`src/hdl/cam_diag_pkg.sv`:
```
// clks_per_half and sample_interval are sized for simulation; raise them for a real SCL rate
package cam_diag_pkg;

    // widths
    localparam int diag_w     = 16;
    localparam int line_cnt_w = 10;
    localparam int page_w     = 8;
    localparam int rst_cnt_w  = 4;

    // diagnostic pages, cycled in this order
    localparam int page_count = 5;
    localparam logic [page_w-1:0] page_lines  = 8'd0;
    localparam logic [page_w-1:0] page_sof    = 8'd1;
    localparam logic [page_w-1:0] page_vsync  = 8'd2;
    localparam logic [page_w-1:0] page_delta  = 8'd3;
    localparam logic [page_w-1:0] page_status = 8'd4;

    localparam int sample_interval = 2048;

    // i2c logger
    localparam logic [6:0] i2c_addr = 7'h5d;
    localparam int clks_per_half    = 8;
    // four bytes, each followed by its ack slot
    localparam int i2c_frame_bits   = 36;
    // start, two halves per bit, stop low/high, bus free
    localparam int i2c_last_step    = 2 * i2c_frame_bits + 3;

    // one status word, read raw or as flags
    typedef union packed {
        logic [diag_w-1:0] raw;
        struct packed {
            logic [10:0] reserved;
            logic        lock_lost;
            logic        frame_miss;
            logic        resync_seen;
            logic        lock_latched;
            logic        marker_found;
        } flags;
    } diag_word_t;

endpackage

```
`src/hdl/cam_reset_sync.sv`:
```
// assert is immediate on cam_resetn low; release follows 15 cam1_pclk edges, needs a running clock
`timescale 1ns/1ps

module cam_reset_sync (
    input  logic cam1_pclk,
    input  logic cam_resetn,
    output logic diag_resetn
);
    import cam_diag_pkg::*;

    logic [rst_cnt_w-1:0] rst_cnt;

    // counts up once and parks at all ones
    always_ff @(posedge cam1_pclk or negedge cam_resetn) begin
        if (!cam_resetn) begin
            rst_cnt <= '0;
        end else if (!diag_resetn) begin
            rst_cnt <= rst_cnt + 1'b1;
        end
    end

    assign diag_resetn = &rst_cnt;

endmodule

```
`src/hdl/field_line_counter.sv`:
```
// line and field inputs must already be synchronous to cam1_pclk; count wraps past 1023 lines
`timescale 1ns/1ps

module field_line_counter (
    input  logic                              cam1_pclk,
    input  logic                              diag_resetn,
    input  logic                              cam_line_valid,
    input  logic                              cam_field_toggle,
    output logic [cam_diag_pkg::line_cnt_w-1:0] lines_per_field_last
);
    import cam_diag_pkg::*;

    logic                  line_valid_d;
    logic                  field_toggle_d;
    logic [line_cnt_w-1:0] line_cnt;
    logic                  line_start;
    logic                  field_start;

    assign line_start  = cam_line_valid & ~line_valid_d;
    assign field_start = cam_field_toggle ^ field_toggle_d;

    always_ff @(posedge cam1_pclk or negedge diag_resetn) begin
        if (!diag_resetn) begin
            line_valid_d         <= 1'b0;
            field_toggle_d       <= 1'b0;
            line_cnt             <= '0;
            lines_per_field_last <= '0;
        end else begin
            line_valid_d   <= cam_line_valid;
            field_toggle_d <= cam_field_toggle;

            if (field_start) begin
                lines_per_field_last <= line_cnt;
                // a line starting on the boundary belongs to the new field
                line_cnt <= line_start ? line_cnt_w'(1) : '0;
            end else if (line_start) begin
                line_cnt <= line_cnt + 1'b1;
            end
        end
    end

endmodule

```
`src/hdl/frame_sync_monitor.sv`:
```
// hdmi_vsync_toggle may be asynchronous; all other inputs must be synchronous to cam1_pclk
`timescale 1ns/1ps

module frame_sync_monitor (
    input  logic                             cam1_pclk,
    input  logic                             diag_resetn,
    input  logic                             cam_field_toggle,
    input  logic                             hdmi_vsync_toggle,
    input  logic                             marker_found,
    input  logic                             resync_used,
    input  logic                             lock_latched,
    output logic [cam_diag_pkg::diag_w-1:0] in_sof_cnt,
    output logic [cam_diag_pkg::diag_w-1:0] out_vsync_cnt,
    output logic [cam_diag_pkg::diag_w-1:0] sof_delta,
    output cam_diag_pkg::diag_word_t        lock_status
);
    import cam_diag_pkg::*;

    logic [2:0] vsync_sync;
    logic       field_toggle_d;
    logic       lock_latched_d;
    logic       lock_lost;
    logic       frame_miss;
    logic       resync_seen;
    logic       vsync_edge;
    logic       field_start;
    logic       lock_rise;

    // two sync stages, third stage only for the edge
    assign vsync_edge  = vsync_sync[2] ^ vsync_sync[1];
    assign field_start = cam_field_toggle ^ field_toggle_d;
    assign lock_rise   = lock_latched & ~lock_latched_d;

    always_ff @(posedge cam1_pclk or negedge diag_resetn) begin
        if (!diag_resetn) begin
            vsync_sync     <= 3'b000;
            field_toggle_d <= 1'b0;
            lock_latched_d <= 1'b0;
            in_sof_cnt     <= '0;
            out_vsync_cnt  <= '0;
        end else begin
            vsync_sync     <= {vsync_sync[1:0], hdmi_vsync_toggle};
            field_toggle_d <= cam_field_toggle;
            lock_latched_d <= lock_latched;
            if (field_start) begin
                in_sof_cnt <= in_sof_cnt + 1'b1;
            end
            if (vsync_edge) begin
                out_vsync_cnt <= out_vsync_cnt + 1'b1;
            end
        end
    end

    // lock rise clears everything; otherwise a set beats the vsync clear
    always_ff @(posedge cam1_pclk or negedge diag_resetn) begin
        if (!diag_resetn) begin
            lock_lost   <= 1'b0;
            frame_miss  <= 1'b0;
            resync_seen <= 1'b0;
        end else if (lock_rise) begin
            lock_lost   <= 1'b0;
            frame_miss  <= 1'b0;
            resync_seen <= 1'b0;
        end else begin
            lock_lost   <= !marker_found | (lock_lost & ~vsync_edge);
            resync_seen <= resync_used | (resync_seen & ~vsync_edge);
            frame_miss  <= (in_sof_cnt != out_vsync_cnt) | (frame_miss & ~vsync_edge);
        end
    end

    assign sof_delta = in_sof_cnt - out_vsync_cnt;

    always_comb begin
        lock_status.flags.reserved     = '0;
        lock_status.flags.lock_lost    = lock_lost;
        lock_status.flags.frame_miss   = frame_miss;
        lock_status.flags.resync_seen  = resync_seen;
        // live levels, not latched
        lock_status.flags.lock_latched = lock_latched;
        lock_status.flags.marker_found = marker_found;
    end

endmodule

```
`src/hdl/diag_pager.sv`:
```
// a tick that lands while the logger is busy is dropped, so a slow logger stretches the page cycle
`timescale 1ns/1ps

module diag_pager (
    input  logic                                cam1_pclk,
    input  logic                                diag_resetn,
    input  logic                                busy,
    input  logic [cam_diag_pkg::line_cnt_w-1:0] lines_per_field_last,
    input  logic [cam_diag_pkg::diag_w-1:0]     in_sof_cnt,
    input  logic [cam_diag_pkg::diag_w-1:0]     out_vsync_cnt,
    input  logic [cam_diag_pkg::diag_w-1:0]     sof_delta,
    input  cam_diag_pkg::diag_word_t            lock_status,
    output logic                                new_sample,
    output logic [cam_diag_pkg::page_w-1:0]     out_page,
    output logic [cam_diag_pkg::diag_w-1:0]     out_value
);
    import cam_diag_pkg::*;

    logic [$clog2(sample_interval)-1:0] tick_cnt;
    logic [page_w-1:0]                  page;
    logic [diag_w-1:0]                  sel_value;
    logic                               tick;
    logic                               take;

    assign tick = (tick_cnt == sample_interval - 1);
    assign take = tick & ~busy;

    always_comb begin
        case (page)
            page_lines:  sel_value = {{(diag_w - line_cnt_w){1'b0}}, lines_per_field_last};
            page_sof:    sel_value = in_sof_cnt;
            page_vsync:  sel_value = out_vsync_cnt;
            page_delta:  sel_value = sof_delta;
            page_status: sel_value = lock_status.raw;
            default:     sel_value = '0;
        endcase
    end

    always_ff @(posedge cam1_pclk or negedge diag_resetn) begin
        if (!diag_resetn) begin
            tick_cnt   <= '0;
            page       <= page_lines;
            new_sample <= 1'b0;
        end else begin
            tick_cnt   <= tick ? '0 : tick_cnt + 1'b1;
            new_sample <= take;
            if (take) begin
                page <= (page == page_count - 1) ? page_lines : page + 1'b1;
            end
        end
    end

    // sample held for the logger until the next accepted tick
    always_ff @(posedge cam1_pclk) begin
        if (take) begin
            out_page  <= page;
            out_value <= sel_value;
        end
    end

endmodule

```
`src/hdl/i2c_frame_logger.sv`:
```
// write-only, push-pull SCL/SDA; ACK is never sampled and no target may stretch the clock
`timescale 1ns/1ps

module i2c_frame_logger (
    input  logic                            cam1_pclk,
    input  logic                            diag_resetn,
    input  logic                            new_sample,
    input  logic [cam_diag_pkg::page_w-1:0] page,
    input  logic [cam_diag_pkg::diag_w-1:0] value,
    output logic                            dbg_i2c_scl,
    output logic                            dbg_i2c_sda,
    output logic                            busy
);
    import cam_diag_pkg::*;

    logic [$clog2(clks_per_half)-1:0] half_cnt;
    logic [6:0]                       step;
    logic [i2c_frame_bits-1:0]        shreg;
    logic                             half_end;
    logic                             mid_low;

    assign half_end = (half_cnt == clks_per_half - 1);

    // SDA moves in the middle of each SCL low half
    assign mid_low = step[0] && (step != i2c_last_step) &&
                     (half_cnt == clks_per_half / 2 - 1);

    // step 0 start, odd steps SCL low, even steps SCL high,
    // then stop low, stop high and bus free
    always_ff @(posedge cam1_pclk or negedge diag_resetn) begin
        if (!diag_resetn) begin
            busy        <= 1'b0;
            dbg_i2c_scl <= 1'b1;
            dbg_i2c_sda <= 1'b1;
            half_cnt    <= '0;
            step        <= '0;
        end else if (!busy) begin
            half_cnt <= '0;
            step     <= '0;
            if (new_sample) begin
                busy <= 1'b1;
                // START, SDA falls with SCL high
                dbg_i2c_sda <= 1'b0;
            end
        end else begin
            half_cnt <= half_end ? '0 : half_cnt + 1'b1;

            if (mid_low) begin
                dbg_i2c_sda <= shreg[i2c_frame_bits-1];
            end

            if (half_end) begin
                if (step == i2c_last_step) begin
                    busy <= 1'b0;
                end else begin
                    step <= step + 1'b1;
                    if (step == i2c_last_step - 1) begin
                        // STOP
                        dbg_i2c_sda <= 1'b1;
                    end else begin
                        dbg_i2c_scl <= step[0];
                    end
                end
            end
        end
    end

    // zeros shifted in drive SDA low for the stop low half
    always_ff @(posedge cam1_pclk) begin
        if (!busy && new_sample) begin
            shreg <= {i2c_addr, 1'b0, 1'b1,
                      page, 1'b1,
                      value[15:8], 1'b1,
                      value[7:0], 1'b1};
        end else if (mid_low) begin
            shreg <= {shreg[i2c_frame_bits-2:0], 1'b0};
        end
    end

endmodule

```
`src/hdl/cam_diag_top.sv`:
```
// field, line, marker, resync and lock inputs are taken as cam1_pclk-synchronous levels
`timescale 1ns/1ps

module cam_diag_top (
    input  logic cam1_pclk,
    input  logic cam_resetn,
    input  logic cam_line_valid,
    input  logic cam_field_toggle,
    input  logic hdmi_vsync_toggle,
    input  logic marker_found,
    input  logic resync_used,
    input  logic lock_latched,
    output logic dbg_i2c_scl,
    output logic dbg_i2c_sda
);
    import cam_diag_pkg::*;

    logic                  diag_resetn;
    logic [line_cnt_w-1:0] lines_per_field_last;
    logic [diag_w-1:0]     in_sof_cnt;
    logic [diag_w-1:0]     out_vsync_cnt;
    logic [diag_w-1:0]     sof_delta;
    diag_word_t            lock_status;
    logic                  new_sample;
    logic [page_w-1:0]     out_page;
    logic [diag_w-1:0]     out_value;
    logic                  busy;

    cam_reset_sync u_reset_sync (
        .cam1_pclk   (cam1_pclk),
        .cam_resetn  (cam_resetn),
        .diag_resetn (diag_resetn)
    );

    field_line_counter u_line_cnt (
        .cam1_pclk            (cam1_pclk),
        .diag_resetn          (diag_resetn),
        .cam_line_valid       (cam_line_valid),
        .cam_field_toggle     (cam_field_toggle),
        .lines_per_field_last (lines_per_field_last)
    );

    frame_sync_monitor u_sync_mon (
        .cam1_pclk         (cam1_pclk),
        .diag_resetn       (diag_resetn),
        .cam_field_toggle  (cam_field_toggle),
        .hdmi_vsync_toggle (hdmi_vsync_toggle),
        .marker_found      (marker_found),
        .resync_used       (resync_used),
        .lock_latched      (lock_latched),
        .in_sof_cnt        (in_sof_cnt),
        .out_vsync_cnt     (out_vsync_cnt),
        .sof_delta         (sof_delta),
        .lock_status       (lock_status)
    );

    diag_pager u_pager (
        .cam1_pclk            (cam1_pclk),
        .diag_resetn          (diag_resetn),
        .busy                 (busy),
        .lines_per_field_last (lines_per_field_last),
        .in_sof_cnt           (in_sof_cnt),
        .out_vsync_cnt        (out_vsync_cnt),
        .sof_delta            (sof_delta),
        .lock_status          (lock_status),
        .new_sample           (new_sample),
        .out_page             (out_page),
        .out_value            (out_value)
    );

    i2c_frame_logger u_logger (
        .cam1_pclk   (cam1_pclk),
        .diag_resetn (diag_resetn),
        .new_sample  (new_sample),
        .page        (out_page),
        .value       (out_value),
        .dbg_i2c_scl (dbg_i2c_scl),
        .dbg_i2c_sda (dbg_i2c_sda),
        .busy        (busy)
    );

endmodule

```
`config.mk`:
```
export PLATFORM = sky130hd
export DESIGN_NAME = cam_diag_top
export DESIGN_NICKNAME = d
export VERILOG_FILES = /design/src/hdl/cam_diag_pkg.sv /design/src/hdl/cam_reset_sync.sv /design/src/hdl/field_line_counter.sv /design/src/hdl/frame_sync_monitor.sv /design/src/hdl/diag_pager.sv /design/src/hdl/i2c_frame_logger.sv /design/src/hdl/cam_diag_top.sv
export SDC_FILE = /design/constraint.sdc
export NUM_CORES = 1
export LEC_CHECK = 0
export ABC_CLOCK_PERIOD_IN_PS = 3500
export BUFFER_PORTS_ARGS = -buffer_cell sky130_fd_sc_hd__buf_2
export CELL_PAD_IN_SITES_DETAIL_PLACEMENT = 0
export CELL_PAD_IN_SITES_GLOBAL_PLACEMENT = 1
export CORE_MARGIN = 2
export CORE_UTILIZATION = 55
export CTS_CLUSTER_DIAMETER = 100
export DETAILED_ROUTE_END_ITERATION = 7
export PLACE_DENSITY = 0.84
export SLEW_MARGIN = 10
export SYNTH_ARGS = -nofsm -noshare
export SYNTH_HDL_FRONTEND = slang
export SYNTH_HIERARCHICAL = 1
export SYNTH_SLANG_ARGS = --single-unit
```
`constraint.sdc`:
```
create_clock -name cam1_pclk -period 3.5 [get_ports cam1_pclk]
set_input_delay 0.525 -clock cam1_pclk [delete_from_list [all_inputs] [get_ports cam1_pclk]]
set_output_delay 0.525 -clock cam1_pclk [all_outputs]
set_load 0.005 [all_outputs]
```
==> results.cfg, run 1 <==
[status]
status = finished, violations left
violations = design-rule violations

[route]
drc = 4
via_count = 5712
viasPerCell = 5.752
drt_iter0_markers = 452
wl_per_cell_um = 16.24
routed_wl_um = 16130
ant_nets = 0
firstDrtPassIters = 8

[placed_design]
io_buffers = 9
dpl.cell_count = 960
gp_congestion = 0.8917
hpwl_um = 10970

[cts]
path_clk_slew_ns = 0.06
cts_buffers = 17
cts-root-buf = clkbuf_16
cts_resized = 0
clock_sinks = 159
htree_levels = 4
clk_path_buf_depth = 2
cts_tree = done
clk_latency_ns = 0.42

[setup_path]
crit_type = register to register
crit_fanout = 4
cp.required_ns = 3.66
cp-start-kind = register
cp.arrival_ns = 3.15
endpoint_kind = register

[global_route]
grt_pass1_vias = 5570
antenna_found_initial = 0
grt_pass1_wl_um = 27390
grt_max_degree = 63
grt.total_usage = 0.2155
grt_overflow = 0

[power_and_ir_drop]
switching_share = 0.2768
power_density_nw_per_um2 = 547.7
p_comb_frac = 0.172
clkPwrFrac = 0.392
internal_power_mw = 3.508
leakage_nw = 3.877
seqPwrFrac = 0.436
switchingPower_mw = 1.343
max-vdd-ir-drop_mv = 0.4882

[sta]
rsz0062_at_grt = false
tightest_slew_ns = 1.099
finClkSkew_ns = 0.007830
finalCritPeriodShare = 0.8542
finalMaxSlewViolations = 0
max_freq_ghz = 0.3345
setup_tns_ns = 0
period_minus_slack_ns = 2.990
relSlewSlack = 0.2648
setup_viol = 0
finalHoldViolCount = 0

[synth]
ys.flop_type = dfrtp_1
syn_area_um2 = 8118
synthCells = 796
async_flop_share = 0.6226
ys_ff_latch = 159
syn_area_per_cell_um2 = 10.20
ys_warn_count = 6
synth.distinct_cells = 72
yosysSeqAreaShare = 0.5126
synth_edf_count = 48

[floorplanning]
io-pin-count = 10
dieArea_um2 = 15750
start_util = 0.5607
die-width_um = 125.5
fp-row-count = 44
dieHeight_um = 125.5
coreArea_um2 = 14480

[worst_hold_path]
hp-class = input port to register

[layout]
utilization = 0.6117
stdcell_count = 993
drive_gt1_frac = 0.08282
fill_cells = 1210
multi_input_area_um2 = 3593
area_delta_synth_final_pct = 9.109
nets = 834
antennaDiodeCount = 0
register_area_um2 = 4161

[job]
maxCapViolCount = 0
[critical path, cell delays in order, from the launching register on]
cell,delay [ns]
dfrtp_1,0.41
inv_1,0.09
ha_1,0.23
fa_1,0.41
nand2b_1,0.18
a21oi_1,0.19
nor2_1,0.12
o21ai_0,0.31
a211oi_1,0.14
a222oi_1,0.35
nor2_1,0.08
a31oi_1,0.15
nor2_1,0.05
[Yosys cell counts (all sizes together), types with 15 or more instances]
master / instances / area [um2]
a21oi: 37 / 185.2
a22oi: 21 / 157.7
a31oi: 20 / 125.1
buf: 23 / 171.4
clkbuf: 25 / 93.84
dfrtp: 97 / 2427
edfxtp: 48 / 1441
ha: 29 / 362.9
inv: 35 / 131.4
mux2i: 17 / 170.2
nand2: 116 / 435.4
nand3: 19 / 112.6
nand4: 18 / 118.9
nor2: 57 / 221.5
o21ai: 47 / 235.2
xnor2: 49 / 429.2
xor2: 15 / 138.9
[layout by cell type (no fill, tap or decap), types with 6 or more instances in the layout]
master     netlist  routed
a21oi_1         37      37
a222oi_1         6       6
a22oi_1         21      21
a31oi_1         20      20
and2_1           7       7
and3_1           6       6
buf_2            5       9
buf_4           16       9
clkbuf_16        0      19
conb_1           1      11
dfrtp_1         97      97
dfxtp_1         12      12
edfxtp_1        48      48
ha_1            29      29
inv_1           35      35
mux2i_1         17      17
nand2_1        116     116
nand2b_1         8       8
nand3_1         17      17
nand4_1         17      17
nor2_1          56      56
nor2b_1          8       8
nor3_1           9       9
o21ai_0         41      41
o21ai_1          6       6
or3_1            7       7
xnor2_1         49      49
xor2_1          14      14
[repair_timing]
| action | 4_1_cts | 5_1_grt |
|---|---|---|
| endpoints found under the hold margin | 4 | 0 |
| hold buffers | 1 | 0 |
| setup buffers | 0 | 0 |
[state kept, by name, summed over array words and instances, names as in the netlist, 3 cells and up]
register                         cells
u_line_cnt/lines_per_field_last     10
u_logger/shreg                      36
u_pager/tick_cnt                    11
u_sync_mon/in_sof_cnt               16
u_logger/half_cnt                    3
u_pager/page                         8
u_sync_mon/out_vsync_cnt            16
u_sync_mon/vsync_sync                3
u_reset_sync/rst_cnt                 4
u_line_cnt/line_cnt                 10
u_logger/step                        7
u_pager/out_value                   16
u_pager/out_page                     8
[cell type report]
class / count / area share
Tap cell: 184 / 0.02599
Multi-Input combinational cell: 563 / 0.4057
Sequential cell: 159 / 0.4698
Inverter: 36 / 0.01526
Timing Repair Buffer: 19 / 0.01384
Clock inverter: 11 / 0.01370
Clock buffer: 21 / 0.05566
[power groups by stage]
| stage | clock network, mW | registers (mW) | logic, mW |
|---|---|---|---|
| finish | 1.90 | 2.11 | 0.836 |
| global route | 2.02 | 2.13 | 0.936 |
| CTS | 1.95 | 2.11 | 0.829 |
| detailed placement | 0 | 2.15 | 0.818 |
| global placement | 0 | 2.14 | 0.814 |
| floorplan | 0 | 2.11 | 0.677 |
[final timing paths]
path	start	end	slack, ns	depth (start not counted)
max	u_sync_mon/in_sof_cnt[0]	u_pager/out_value[10]	0.51	12
min	hdmi_vsync_toggle	u_sync_mon/vsync_sync[0]	0.21	1
max reg2reg	u_sync_mon/in_sof_cnt[0]	u_pager/out_value[10]	0.51	12
min reg2reg	u_sync_mon/vsync_sync[0]	u_sync_mon/vsync_sync[1]	0.37	0
max in group asynchronous	u_reset_sync/rst_cnt[0]	u_line_cnt/line_cnt[6]	1.62	3
min in group asynchronous	cam_resetn	u_reset_sync/rst_cnt[3]	0.43	2
[layer usage]
metal  GRT usage  vias up  part of all wire
met5           0        -                 0
li1            -     2791                 -
met3     0.04108       24             0.040
met2      0.3361      137              0.47
met1      0.3040     2760              0.47
met4     0.07647        0             0.021
[logic make-up (layout without fill, tap and decap cells)]
group / after synthesis / count (layout) / share of synthesized area
and+or+nand+nor: 280 / 280 / 0.1722
DFF: 159 / 159 / 0.5126
AOI/OAI and AO/OA: 158 / 158 / 0.1227
buffers and inverters: 84 / 87 / 0.04932
xor gates and xnor gates: 64 / 64 / 0.06998
adders and majority gates: 30 / 30 / 0.04716
muxes: 20 / 20 / 0.02558
other: 1 / 11 / 0.0004619
[per-stage QoR]
step | setup slack, ns | total power, mW | hold slack, ns | cell area, um2
finish | 0.5104 | 4.851 | 0.2092 | 8857
detailed placement | 0.5777 | 2.967 | 0.3313 | 8233
global placement | 0.6367 | 2.954 | 0.3281 | 8233
floorplan | 0.8704 | 2.791 | 0.2294 | 8155
CTS | 0.5466 | 4.887 | 0.1942 | 8857
global route | 0.2312 | 5.090 | 0.1889 | 8857
Note: power is estimated with default switching activity, not from simulation.
==> inputs of run 2 (changes only) <==
--- a/config.mk
+++ b/config.mk
@@ -15,5 +15,4 @@
 export DETAILED_ROUTE_END_ITERATION = 7
 export PLACE_DENSITY = 0.84
-export SLEW_MARGIN = 10
 export SYNTH_ARGS = -nofsm -noshare
 export SYNTH_HDL_FRONTEND = slang
==> constraint.sdc (replaced) <==
create_clock -name cam1_pclk -period 3.5 [get_ports cam1_pclk]
set_input_delay 0.7 -clock cam1_pclk [delete_from_list [all_inputs] [get_ports cam1_pclk]]
set_output_delay 0.7 -clock cam1_pclk [all_outputs]
set_load 0.005 [all_outputs]
==> run 2 against run 1 <==
  * The run now ends clean
  * Hold slack worse by 0.15 ns
  * Global-route usage is 0.054 points lower
  * Non-clock buffer count stayed put
  * Critical path type unchanged
  * Routed wire length is 0.52% lower
  * Critical path depth stayed put
==> results.cfg, run 2 (synthesis gave the netlist of run 1 again) <==
[setup_path]
slowest_delay_ns = 0.41
cp-startpoint = u_sync_mon/in_sof_cnt[0]
cp.required_ns = 3.67
endpoint_kind = register
cp-start-kind = register
cp_slowest_cell = dfrtp_1
r2r_slack_ns = 0.50
crit_type = register to register
crit_fanout = 4
reg2reg_depth = 12
cp.arrival_ns = 3.17
endpoint = u_pager/out_value[10]
crit_top_cell = nor2_1
worstPathCellList = inv_1 -> ha_1 -> fa_1 -> nand2b_1 -> a21oi_1 -> nor2_1 -> o21ai_0 -> a211oi_1 -> a222oi_1 -> nor2_1 -> a31oi_1 -> nor2_1
rr_endpoint = u_pager/out_value[10]
reg2reg_from = u_sync_mon/in_sof_cnt[0]

[power_and_ir_drop]
switching_share = 0.2795
seqPwrFrac = 0.444
switchingPower_mw = 1.329
power_density_nw_per_um2 = 538.7
max-vdd-ir-drop_mv = 0.3857
p_comb_frac = 0.177
leakage_nw = 3.855
internal_power_mw = 3.425
clkPwrFrac = 0.379

[placed_design]
post-place-ws_ns = 0.5764
placed_area_um2 = 8240
io_buffers = 9
gp_congestion = 0.8906
hpwl_um = 10930

[floorplanning]
dieHeight_um = 125.5
dieArea_um2 = 15750
io-pin-count = 10
coreArea_um2 = 14480
fp-row-count = 44
die-width_um = 125.5
start_util = 0.5607

[cts]
cts_buffers = 17
clk_path_buf_depth = 2
cts_tree = done
htree_levels = 4
cts-root-buf = clkbuf_16
cts_resized = 0
cts_setup_buffers = 0
path_clk_slew_ns = 0.06
cts_hold_buf = 0
clk_latency_ns = 0.43
clock_sinks = 159

[layout]
area_delta_synth_final_pct = 8.708
register_area_um2 = 4161
final_common_cell = nand2_1
fill_cells = 1233
drive_gt1_frac = 0.08529
nets = 834
antennaDiodeCount = 0
design_area_um2 = 8825
final_cell_mix = nand2_1, dfrtp_1, nor2_1
multi_input_area_um2 = 3593
top_register = u_logger/shreg
largest_reg_flops = 36

[global_route]
global_route.usage.met1 = 0.3028
grt.total_usage = 0.2150
grt.met3_usage = 0.04493
grt_overflow = 0
antenna_found_initial = 0
grt_max_degree = 63
use_met2 = 0.3291
grt_pass1_wl_um = 27290
top_usage_layer = met2
grt_pass1_vias = 5505

[status]
status = finished, final reports clean

[sta]
finalCritPeriodShare = 0.8583
finClkSkew_ns = 0.01169
tightest_slew_ns = 1.058
rsz0062_at_grt = false
relSlewSlack = 0.2944
period_minus_slack_ns = 3.004
setup_viol = 0
finalMaxSlewViolations = 0
finalHoldViolCount = 0
fin_ws_ns = 0.4959
max_freq_ghz = 0.3329
setup_tns_ns = 0

[route]
drc = 0
firstDrtPassIters = 5
viasPerCell = 5.721
routed_wl_um = 16050
drt_iter0_markers = 469
ant_nets = 0
wl_per_cell_um = 16.16
via_count = 5681

[worst_hold_path]
hp-class = input port to async pin

[job]
maxCapViolCount = 0
-- run 2: power by group through the flow --
stage	Clock (mW)	Sequential, mW	Combinational, mW
2_1_floorplan	0	2.11	0.677
3_3_place_gp	0	2.14	0.816
3_5_place_dp	0	2.15	0.825
4_1_cts	1.85	2.11	0.835
5_1_grt	1.92	2.13	0.943
6_report	1.80	2.11	0.842
-- run 2: worst min-delay path by stage --
stage / end / slack (ns) / depth (start not counted)
floorplan: u_sync_mon/vsync_sync[1] / 0.33 / 0
global placement: u_sync_mon/vsync_sync[1] / 0.37 / 0
detailed placement: u_sync_mon/vsync_sync[1] / 0.36 / 0
CTS: u_reset_sync/rst_cnt[0] / 0.04 / 1
global route: u_reset_sync/rst_cnt[0] / 0.05 / 1
finish: u_reset_sync/rst_cnt[0] / 0.06 / 1
-- run 2: metrics by stage --
step                power, mW  hold WS (ns)  cells    util
global route            4.990       0.04549    993  0.6095
detailed placement      2.972        0.3568    961  0.5691
floorplan               2.791        0.3312    806       -
global placement        2.956        0.3677    961  0.5691
finish                  4.754       0.05936    993  0.6095
CTS                     4.792       0.04268    993  0.6095
-- run 2: worst max-delay path: cells and delay by family, from the launching register on --
family | cells | cell delay (ns)
compound gates | 5 | 1.17
fa+ha+maj | 2 | 0.64
buf+inv | 1 | 0.09
flops | 1 | 0.41
simple gates | 4 | 0.45
-- run 2: per-layer routing --
metal | part of all wire | vias to the layer above
met3 | 0.031 | 27
met1 | 0.48 | 2775
met4 | 0.021 | 0
met5 | 0 | -
met2 | 0.47 | 95
li1 | - | 2784
-- run 2: final cells by class --
class / count / area share
clock buffer: 26 / 0.06139
timing repair buffer: 19 / 0.01361
clock inverter: 6 / 0.004821
tap: 184 / 0.02609
sequential: 159 / 0.4716
inverter: 36 / 0.01531
multi-input combinational: 563 / 0.4072
==> inputs of run 3 (changes only) <==
- CORE_UTILIZATION: 55 -> 56
- CTS_BUF_LIST: default -> sky130_fd_sc_hd__clkbuf_8
- PLACE_DENSITY: 0.84 -> 0.85
==> run 3 against run 2 <==
  * Maximum frequency up 2.5%
  * Critical path depth unchanged
  * Sequential cell count unchanged
  * Clock-buffer cell count down 5
  * Cell count down 0.20%
  * Global-route usage down 0.66 points
  * Register-to-register slack better by 0.07 ns
  * Routed wire length down 2.6%
  * Hold slack worse by 0.0092 ns
  * Critical endpoint unchanged
  * Critical path type unchanged
==> results.cfg, run 3 (synthesis gave the netlist of run 1 again) <==
[floorplanning]
dieArea_um2 = 15480
coreArea_um2 = 14370
io-pin-count = 10
die-width_um = 124.4
dieHeight_um = 124.4
start_util = 0.5650
fp-row-count = 44

[layout]
top_register = u_logger/shreg
antennaDiodeCount = 0
fill_cells = 1184
multi_input_area_um2 = 3593
nets = 833
largest_reg_flops = 36
stdcell_count = 991
register_area_um2 = 4161
drive_gt1_frac = 0.08302
final_common_cell = nand2_1
area_delta_synth_final_pct = 6.073
final_cell_mix = nand2_1, dfrtp_1, nor2_1

[setup_path]
r2r_slack_ns = 0.57
crit_type = register to register
cp.required_ns = 3.68
crit_fanout = 4
rr_endpoint = u_pager/out_value[10]
endpoint_kind = register
reg2reg_from = u_sync_mon/in_sof_cnt[0]
reg2reg_depth = 12
cp-start-kind = register
cp.arrival_ns = 3.11

[route]
firstDrtPassIters = 8
ant_nets = 0
viasPerCell = 5.699
wl_per_cell_um = 15.77
drt_iter0_markers = 450
drc = 0
routed_wl_um = 15630
via_count = 5648

[sta]
finalMaxSlewViolations = 0
relSlewSlack = 0.3003
tightest_slew_ns = 1.050
finalHoldViolCount = 0
finalCritPeriodShare = 0.8375
setup_tns_ns = 0
max_freq_ghz = 0.3412
setup_viol = 0
period_minus_slack_ns = 2.931
rsz0062_at_grt = false
finClkSkew_ns = 0.009264

[placed_design]
hpwl_um = 10780
io_buffers = 9
gp_congestion = 0.8437
dpl.cell_count = 960

[status]
status = finished, final reports clean

[power_and_ir_drop]
leakage_nw = 3.772
p_comb_frac = 0.201
switchingPower_mw = 1.253
seqPwrFrac = 0.496
clkPwrFrac = 0.302
finalPower_mw = 4.239
internal_power_mw = 2.986
switching_share = 0.2957
power_density_nw_per_um2 = 492.3
max-vdd-ir-drop_mv = 0.4671

[cts]
cts_resized = 0
cts_setup_buffers = 0
cts_tree = done
path_clk_slew_ns = 0.08
clk_path_buf_depth = 2
clock_sinks = 159
htree_levels = 4
clk_latency_ns = 0.44
cts-root-buf = clkbuf_8
cts_hold_buf = 0
cts_buffers = 17

[job]
maxCapViolCount = 0

[global_route]
grt_max_degree = 55
grt.total_usage = 0.2084
grt_pass1_wl_um = 26390
antenna_found_initial = 0
grt_pass1_vias = 5414
grt_overflow = 0

[worst_hold_path]
hp-class = input port to async pin
==> run 3: cell count changes in the layout (fill, tap and decap cells not counted), moves of 2 or more <==
cell | before | now
clkbuf_1 | 3 | 0
clkbuf_16 | 19 | 0
clkbuf_8 | 4 | 21
clkinv_4 | 0 | 2
clkinvlp_4 | 3 | 1
inv_1 | 35 | 38
==> run 3: how the worst max path moves through the flow <==
stage / start / cells after the start / to / slack, ns
after floorplan: u_sync_mon/in_sof_cnt[0] / 12 / u_pager/out_value[10] / 0.87
after global placement: u_sync_mon/in_sof_cnt[0] / 12 / u_pager/out_value[10] / 0.63
after CTS: u_sync_mon/in_sof_cnt[0] / 12 / u_pager/out_value[10] / 0.58
final: u_sync_mon/in_sof_cnt[0] / 12 / u_pager/out_value[10] / 0.57
after global routing: u_sync_mon/in_sof_cnt[0] / 12 / u_pager/out_value[10] / 0.40
after detailed placement: u_sync_mon/in_sof_cnt[0] / 12 / u_pager/out_value[10] / 0.61
==> run 3: final cells by class <==
cell class,count,area share
Sequential cell,159,0.4833
Inverter,36,0.01569
Clock inverter,10,0.01032
Multi-Input combinational cell,563,0.4173
Clock buffer,21,0.03357
Tap cell,184,0.02674
Timing Repair Buffer,18,0.01308
==> run 3: power by group through the flow <==
| stage | Clock [mW] | Sequential, mW | Combinational, mW |
|---|---|---|---|
| 3_5_place_dp | 0 | 2.14 | 0.839 |
| 3_3_place_gp | 0 | 2.14 | 0.823 |
| 4_1_cts | 1.32 | 2.10 | 0.846 |
| 2_1_floorplan | 0 | 2.11 | 0.677 |
| 6_report | 1.28 | 2.10 | 0.853 |
| 5_1_grt | 1.40 | 2.13 | 0.961 |
==> run 3: layer usage <==
metal	share of wire	GRT usage	vias to the layer above	wire, um
met5	0	0	-	0
met4	0.011	0.07336	0	172
met3	0.031	0.03694	14	482
met2	0.48	0.3250	100	7443
met1	0.48	0.2959	2747	7528
li1	-	-	2787	-
==> run 3: critical path, cell delays in order, from the launching register on <==
cell	delay [ns]
dfrtp_1	0.41
inv_1	0.10
ha_1	0.22
fa_1	0.40
nand2b_1	0.18
a21oi_1	0.19
nor2_1	0.12
o21ai_0	0.30
a211oi_1	0.12
a222oi_1	0.34
nor2_1	0.07
a31oi_1	0.16
nor2_1	0.05
==> run 3: per-stage QoR <==
stage | hold slack [ns] | utilization | worst slack (ns) | cell area [um2]
finish | 0.05018 | 0.5993 | 0.5688 | 8611
global route | 0.01458 | 0.5993 | 0.3955 | 8611
CTS | 0.01769 | 0.5993 | 0.5839 | 8611
detailed placement | 0.3378 | 0.5730 | 0.6123 | 8233
global placement | 0.3482 | 0.5730 | 0.6252 | 8233
floorplan | 0.3312 | - | 0.8704 | 8155
